===== config.mk =====
export PLATFORM = sky130hd
export DESIGN_NAME = peripheral_mult_flat
export DESIGN_NICKNAME = d
export VERILOG_FILES = /design/src/hw/soc_bus_pkg.sv /design/src/hw/periph_bus_if.sv /design/src/hw/peripheral_mult.sv /design/src/flat_wrapper.sv
export SDC_FILE = /design/constraint.sdc
export NUM_CORES = 1
export LEC_CHECK = 0
export BUFFER_PORTS_ARGS = -buffer_cell sky130_fd_sc_hd__buf_2
export CAP_MARGIN = 20
export CORE_MARGIN = 2
export CORE_UTILIZATION = 40
export DETAILED_ROUTE_END_ITERATION = 12
export GPL_TIMING_DRIVEN = 0
export PLACE_DENSITY = 0.63
export SETUP_SLACK_MARGIN = 0.2
export SLEW_MARGIN = 20
export SYNTH_ARGS = -nofsm -noshare
export SYNTH_HDL_FRONTEND = slang
export SYNTH_SLANG_ARGS = --single-unit

===== constraint.sdc =====
create_clock -name clk -period 4 [get_ports clk]
set_input_delay 0.2 -clock clk [delete_from_list [all_inputs] [get_ports clk]]
set_output_delay 0.2 -clock clk [all_outputs]
set_load 0.03 [all_outputs]

===== src/hw/soc_bus_pkg.sv =====
package soc_bus_pkg;

  // bus widths
  localparam int addr_w = 32;
  localparam int data_w = 32;

  // one memory select plus one per multiplier
  localparam int num_mult = 4;
  localparam int num_cs = num_mult + 1;

  // upper address half picks the block
  localparam int page_w = 16;
  localparam logic [page_w-1:0] mult_page_base = 16'h0040;

  // data memory geometry
  localparam int ram_words = 256;
  localparam int ram_aw = 8;
  // word index plus byte lane bits
  localparam int sel_w = ram_aw + 2;

  // multiplier register map
  localparam int reg_aw = 5;
  localparam logic [reg_aw-1:0] reg_op_a = 5'd0;
  localparam logic [reg_aw-1:0] reg_op_b = 5'd4;
  localparam logic [reg_aw-1:0] reg_init = 5'd8;
  localparam logic [reg_aw-1:0] reg_result = 5'd12;
  localparam logic [reg_aw-1:0] reg_done = 5'd16;

  // shift-add engine
  localparam int op_w = 16;
  localparam int mult_steps = 16;
  localparam int step_w = $clog2(mult_steps);
  localparam logic [step_w-1:0] last_step = step_w'(mult_steps - 1);

  // same address word, read as memory index or as peripheral register
  typedef union packed {
    struct packed {
      logic [page_w-1:0] page;
      logic [addr_w-page_w-sel_w-1:0] pad;
      logic [ram_aw-1:0] index;
      logic [1:0] lane;
    } mem_view;
    struct packed {
      logic [page_w-1:0] page;
      logic [addr_w-page_w-reg_aw-1:0] pad;
      logic [reg_aw-1:0] offset;
    } per_view;
  } bus_addr_u;

endpackage


===== src/hw/periph_bus_if.sv =====
interface periph_bus_if;

  // per-block select
  logic cs;
  // shared strobes
  logic rd;
  logic wr;
  logic [3:0] wmask;
  // memory index or register offset, zero-extended
  logic [soc_bus_pkg::sel_w-1:0] reg_sel;
  logic [soc_bus_pkg::data_w-1:0] wdata;
  // registered read data of this block
  logic [soc_bus_pkg::data_w-1:0] rdata;

  // decoder side
  modport host (
    output cs,
    output rd,
    output wr,
    output wmask,
    output reg_sel,
    output wdata
  );

  // memory and peripherals
  modport target (
    input  cs,
    input  rd,
    input  wr,
    input  wmask,
    input  reg_sel,
    input  wdata,
    output rdata
  );

  // read mux only needs select and data
  modport sink (
    input cs,
    input rdata
  );

endinterface


===== src/hw/peripheral_mult.sv =====
module peripheral_mult (
  input  logic clk,
  input  logic reset,
  periph_bus_if.target bus
);

  logic [soc_bus_pkg::reg_aw-1:0] offset;
  logic wr_hit;
  logic init_hit;

  // operand registers
  logic [soc_bus_pkg::op_w-1:0] op_a;
  logic [soc_bus_pkg::op_w-1:0] op_b;

  // engine state
  logic [soc_bus_pkg::data_w-1:0] product;
  logic [soc_bus_pkg::data_w-1:0] mcand;
  logic [soc_bus_pkg::op_w-1:0] mplier;
  logic [soc_bus_pkg::step_w-1:0] step;
  logic busy;
  logic done;

  assign offset = bus.reg_sel[soc_bus_pkg::reg_aw-1:0];
  assign wr_hit = bus.cs && bus.wr;
  assign init_hit = wr_hit && (offset == soc_bus_pkg::reg_init);

  // control and product
  always_ff @(posedge clk) begin
    if (reset) begin
      op_a <= '0;
      op_b <= '0;
      product <= '0;
      step <= '0;
      busy <= 1'b0;
      done <= 1'b0;
    end else begin
      if (wr_hit && offset == soc_bus_pkg::reg_op_a) begin
        op_a <= bus.wdata[soc_bus_pkg::op_w-1:0];
      end
      if (wr_hit && offset == soc_bus_pkg::reg_op_b) begin
        op_b <= bus.wdata[soc_bus_pkg::op_w-1:0];
      end
      // init also restarts a running engine
      if (init_hit) begin
        product <= '0;
        step <= '0;
        busy <= 1'b1;
        done <= 1'b0;
      end else if (busy) begin
        // add when current multiplier bit is set
        if (mplier[0]) begin
          product <= product + mcand;
        end
        step <= step + 1'b1;
        if (step == soc_bus_pkg::last_step) begin
          busy <= 1'b0;
          done <= 1'b1;
        end
      end
    end
  end

  // multiplicand shifts left, multiplier shifts right
  always_ff @(posedge clk) begin
    if (init_hit) begin
      mcand <= {{soc_bus_pkg::op_w{1'b0}}, op_a};
      mplier <= op_b;
    end else if (busy) begin
      mcand <= mcand << 1;
      mplier <= mplier >> 1;
    end
  end

  // register read port
  always_ff @(posedge clk) begin
    if (reset) begin
      bus.rdata <= '0;
    end else if (bus.cs && bus.rd) begin
      case (offset)
        soc_bus_pkg::reg_op_a: bus.rdata <= {{soc_bus_pkg::op_w{1'b0}}, op_a};
        soc_bus_pkg::reg_op_b: bus.rdata <= {{soc_bus_pkg::op_w{1'b0}}, op_b};
        soc_bus_pkg::reg_result: bus.rdata <= product;
        soc_bus_pkg::reg_done: bus.rdata <= {{(soc_bus_pkg::data_w-1){1'b0}}, done};
        // init and unknown offsets
        default: bus.rdata <= '0;
      endcase
    end
  end

endmodule


===== src/flat_wrapper.sv =====
// flat-port wrapper written by rule: the top's interface ports become plain ports
module peripheral_mult_flat 
  (clk, reset, bus_cs, bus_rd, bus_wr, bus_wmask, bus_reg_sel, bus_wdata, bus_rdata);
  periph_bus_if bus_i ();
  input  logic clk;
  input  logic reset;
  input wire logic [$bits(bus_i.cs)-1:0] bus_cs;
  input wire logic [$bits(bus_i.rd)-1:0] bus_rd;
  input wire logic [$bits(bus_i.wr)-1:0] bus_wr;
  input wire logic [$bits(bus_i.wmask)-1:0] bus_wmask;
  input wire logic [$bits(bus_i.reg_sel)-1:0] bus_reg_sel;
  input wire logic [$bits(bus_i.wdata)-1:0] bus_wdata;
  output wire logic [$bits(bus_i.rdata)-1:0] bus_rdata;
  assign bus_i.cs = bus_cs;
  assign bus_i.rd = bus_rd;
  assign bus_i.wr = bus_wr;
  assign bus_i.wmask = bus_wmask;
  assign bus_i.reg_sel = bus_reg_sel;
  assign bus_i.wdata = bus_wdata;
  assign bus_rdata = bus_i.rdata;
  peripheral_mult u_core (.clk(clk), .reset(reset), .bus(bus_i));
endmodule

# After elaboration in Yosys (flattened, before gate mapping)
# Cells that the tools add are included.
# word_totals
register_bits	150
inputBits	51
# classes
add_sub_neg	2
eq_ne	5
mux	8
n_reduce_logical	10
# op_table
op	count
$pmux 32 s4	1
$mux 16	4
$add 32x32->32	1
$eq 5x4->1 const B	2
$eq 5x3->1 const B	1
$eq 5x5->1 const B	1
$logic_and 1x1->1	5
$logic_not 5->1	1
$add 4x1->4 const B	1
$eq 4x4->1 const B	1
$reduce_and 2->1	2
$mux 1	3
$reduce_bool 2->1	1
$reduce_or 2->1	1

# Logic depth before layout (Yosys ltp)
# depth
word_depth	4
depth_mapped	9

# Least setup slack after synthesis
# No wires, ideal clock.
# synth_path
kind	flip-flop to flip-flop
start	register u_core.mcand[0] in the netlist's numbering
end	register u_core.product[28] in the netlist's numbering
setup_ns	0.122
t_arrival_ns	2.700
slack_ns	1.178
stages_incl_launch_ff	10
n_path_buf	0
path_cell_list	edfxtp_1 ha_1 fa_1 a21o_1 a311o_1 a221o_2 o2111ai_4 a21oi_2 mux2i_1 a311o_1
# synth_via
elab_chain_cells	1
# synth_rtl
item	line	text
start, declared	peripheral_mult.sv:17	logic [soc_bus_pkg::data_w-1:0] mcand;
start signal, assigned	peripheral_mult.sv:66	mcand <= {{soc_bus_pkg::op_w{1'b0}}, op_a};
start signal, assigned	peripheral_mult.sv:69	mcand <= mcand << 1;
$add 32x32->32	peripheral_mult.sv:52	product <= product + mcand;
end signal, assigned	peripheral_mult.sv:52	
end, declared	peripheral_mult.sv:16	logic [soc_bus_pkg::data_w-1:0] product;
# No other way between the ends.
# A chain may end at the register's enable or synchronous reset.

# Worst setup path in the final report
# Ends and elaborated chain as after synthesis.

==> flow_summary.toml <==
[clock_network]
cts_setup_buffers = 0
cts_tree = "built"
cts.sinks = 150
hold_buffers = 0
cts-buffers-inserted = 17
cts_root_buffer = "clkbuf_16"
cts.clk_slew.worst_paths_ns = 0.06
htreeDepth = 4
cts_resized = 0
clock_path_buffers = 2
worst_skew_pair.late_latency_ns = 0.43

[sta]
finalCritPeriodShare = 0.781
finalSetupTns_ns = 0
finalCriticalPeriod_ns = 3.12
fmax_ghz = 0.320
slew_violations = 0
rsz0062_at_grt = "false"
hold_ws_ns = 0.0200
slew_headroom = 0.428
finalHoldViolations = 0
skew_ns = 0.0147
tightestPinTransition_ns = 0.858
setup_viol = 0

[synth]
synth-seq-cells = 150
synth-edff-count = 32
yosysSeqAreaShare = 0.440
netlist_area_sq_um = 7560
synth_top_family_by_area = "compound AO/OA/AOI/OAI gates"
muxShareOfSynthArea = 0.118
yosysWarningCount = 0
postSynthCellCount = 828
async_reset_ff_frac = 0
netlist_top_cells_area = "dfxtp_1, edfxtp_1, mux2i_1"
synthSimpleGateAreaFrac = 0.165
synth_cell_types = 60
syn-num-nets = 912
synth_top_area_frac = 0.312
synth_compound_area_frac = 0.168
synthFlopType = "dfxtp_1"
synth-xor-area-share = 0.0243
avgSynthCellArea_sq_um = 9.13
yosysTopAreaCell = "dfxtp_1"
synthAdderAreaFrac = 0.0556

[routing]
wl_met3_microns = 811
antenna_left = 0
drtPass1Iterations = 4
route.met2.wl_microns = 8850
drtIter0Drc = 364
detail_route.wl_per_cell_microns = 17.0
vias = 6278
top_layer = "met4"
drc = 0
m1WireLength_microns = 9650
via_per_inst = 5.45
drt_wl_total_microns = 19600

[worst_setup_path]
r2r_end = "u_core.product[28]"
r2r_start = "u_core.mcand[0]"
critPathRequiredTime_ns = 4.31
critical_path_class = "reg -> reg"
cp.arrival_ns = 3.44
worstSetupStartpointType = "flip-flop"
crit_path_end = "u_core.product[28]"
r2r_slack_ns = 0.88
crit_fanout = 5
rr_worst_depth = 9
endpoint_kind = "flip-flop"
crit_path_start = "u_core.mcand[0]"

[pwr]
peakVddDrop_v = 0.000305
p_leak_nw = 3.40
powerDensity_nw_per_um2 = 418
fin_total_pwr_mw = 3.65

[placement]
gp_congestion = 0.863
port_buffers = 57
hpwl_microns = 14500

[die]
start_util = 0.406
rows = 50
core_sq_um = 18600
ios = 83
die_h_microns = 141
die_w_microns = 141
die-area_sq_um = 20000

[run_status]
outcome = "complete, no violations"

[finish]
seq_area_sq_um = 3320
syn2layout_area_growth_pct = 15.7
drive_above_1_share = 0.143
final_nets = 988
diodes = 0
n_fill_cell = 1850
multiInputGateArea_sq_um = 4020

[min_path]
hp-class = "in -> reg"

[global_routing]
gr-total-overflow = 0
grt_usage = 0.200
grt_first_pass_wirelength_microns = 31700
grt_pass1_vias = 6091
grt_antenna_before_repair = 0
grt_max_degree = 33

[flow_run]
max-cap-violations = 0
-- cell usage in the layout (no fill, tap or decap), drive strengths merged, types with 27 or more instances in the layout --
master,instances
nor2,88
mux2,31
ha,32
mux2i,54
buf,66
nand2,113
dfxtp,118
a21oi,70
o21ai,31
a22oi,33
clkbuf,60
nand3,27
edfxtp,32
-- critical path, stage by stage, from the launching register on --
cell	delay, ns
edfxtp_1	0.39
ha_1	0.24
fa_1	0.41
a21o_1	0.23
a311o_1	0.42
a221o_2	0.42
o2111ai_4	0.30
a21oi_2	0.14
mux2i_1	0.14
a311o_1	0.31
-- routing by layer --
layer  track usage  vias to the layer above
li1              -                     3149
met1         0.281                     2966
met2         0.315                      136
met3        0.0395                       27
met4        0.0579                        0
met5             0                        -
-- registers in the layout (all words and copies together), names as in the netlist --
signal            flops
u_core.busy           1
u_core.op_b          16
u_core.mplier        16
u_core.step           4
u_core.mcand         32
u_core.product       32
u_core.done           1
u_core.op_a          16
u_core.bus.rdata     32
-- synthesized netlist by cell type, types with 27 or more instances --
cell type,number
clkbuf_1,41
nor2_1,88
nand3_1,27
o21ai_0,28
mux2i_1,54
dfxtp_1,118
mux2_2,31
edfxtp_1,32
ha_1,32
nand2_1,113
a22oi_1,33
a21oi_1,68
-- logic make-up (layout without fill, tap and decap cells) --
group / count (synthesis) / after routing
compound gates: 195 / 195
mux: 85 / 85
flops: 150 / 150
buf+inv: 59 / 148
xor+xnor: 21 / 21
fa+ha+maj: 33 / 33
simple gates: 285 / 285
-- stage by stage --
step                worst slack (ns)   util  area [sq um]  instances
floorplan                       1.18      -          7560        828
global placement               0.922  0.437          8140       1119
detailed placement             0.915  0.437          8150       1119
CTS                            0.892  0.469          8750       1151
global route                   0.781  0.469          8750       1151
finish                         0.876  0.469          8750       1151
-- worst min-delay path by stage --
stage                       start                  to  slack, ns  cells past startpoint
2_1_floorplan        bus_wdata[0]      u_core.op_a[0]       0.34                      2
3_3_place_gp   u_core.product[31]  u_core.product[31]       0.46                      2
3_5_place_dp         bus_wdata[9]      u_core.op_b[9]       0.46                      3
4_1_cts              bus_wdata[7]      u_core.op_a[7]       0.01                      3
5_1_grt              bus_wdata[7]      u_core.op_a[7]       0.01                      3
6_report            bus_wdata[10]     u_core.op_a[10]       0.02                      3
-- power breakdown --
| part | total (mW) | switching [mW] | internal (mW) |
|---|---|---|---|
| sequential | 1.64 | 0.0460 | 1.59 |
| clock | 1.68 | 0.684 | 0.993 |
| combinational | 0.340 | 0.220 | 0.120 |
-- cell type report --
| type | count | share of cell area |
|---|---|---|
| timing repair buffer | 57 | 0.0326 |
| buffer | 50 | 0.0219 |
| multi-input combinational | 619 | 0.459 |
| inverter | 9 | 0.00386 |
| clock inverter | 13 | 0.0197 |
| tap | 234 | 0.0335 |
| sequential | 150 | 0.380 |
| clock buffer | 19 | 0.0495 |
Power figures use the tool's default switching activity.
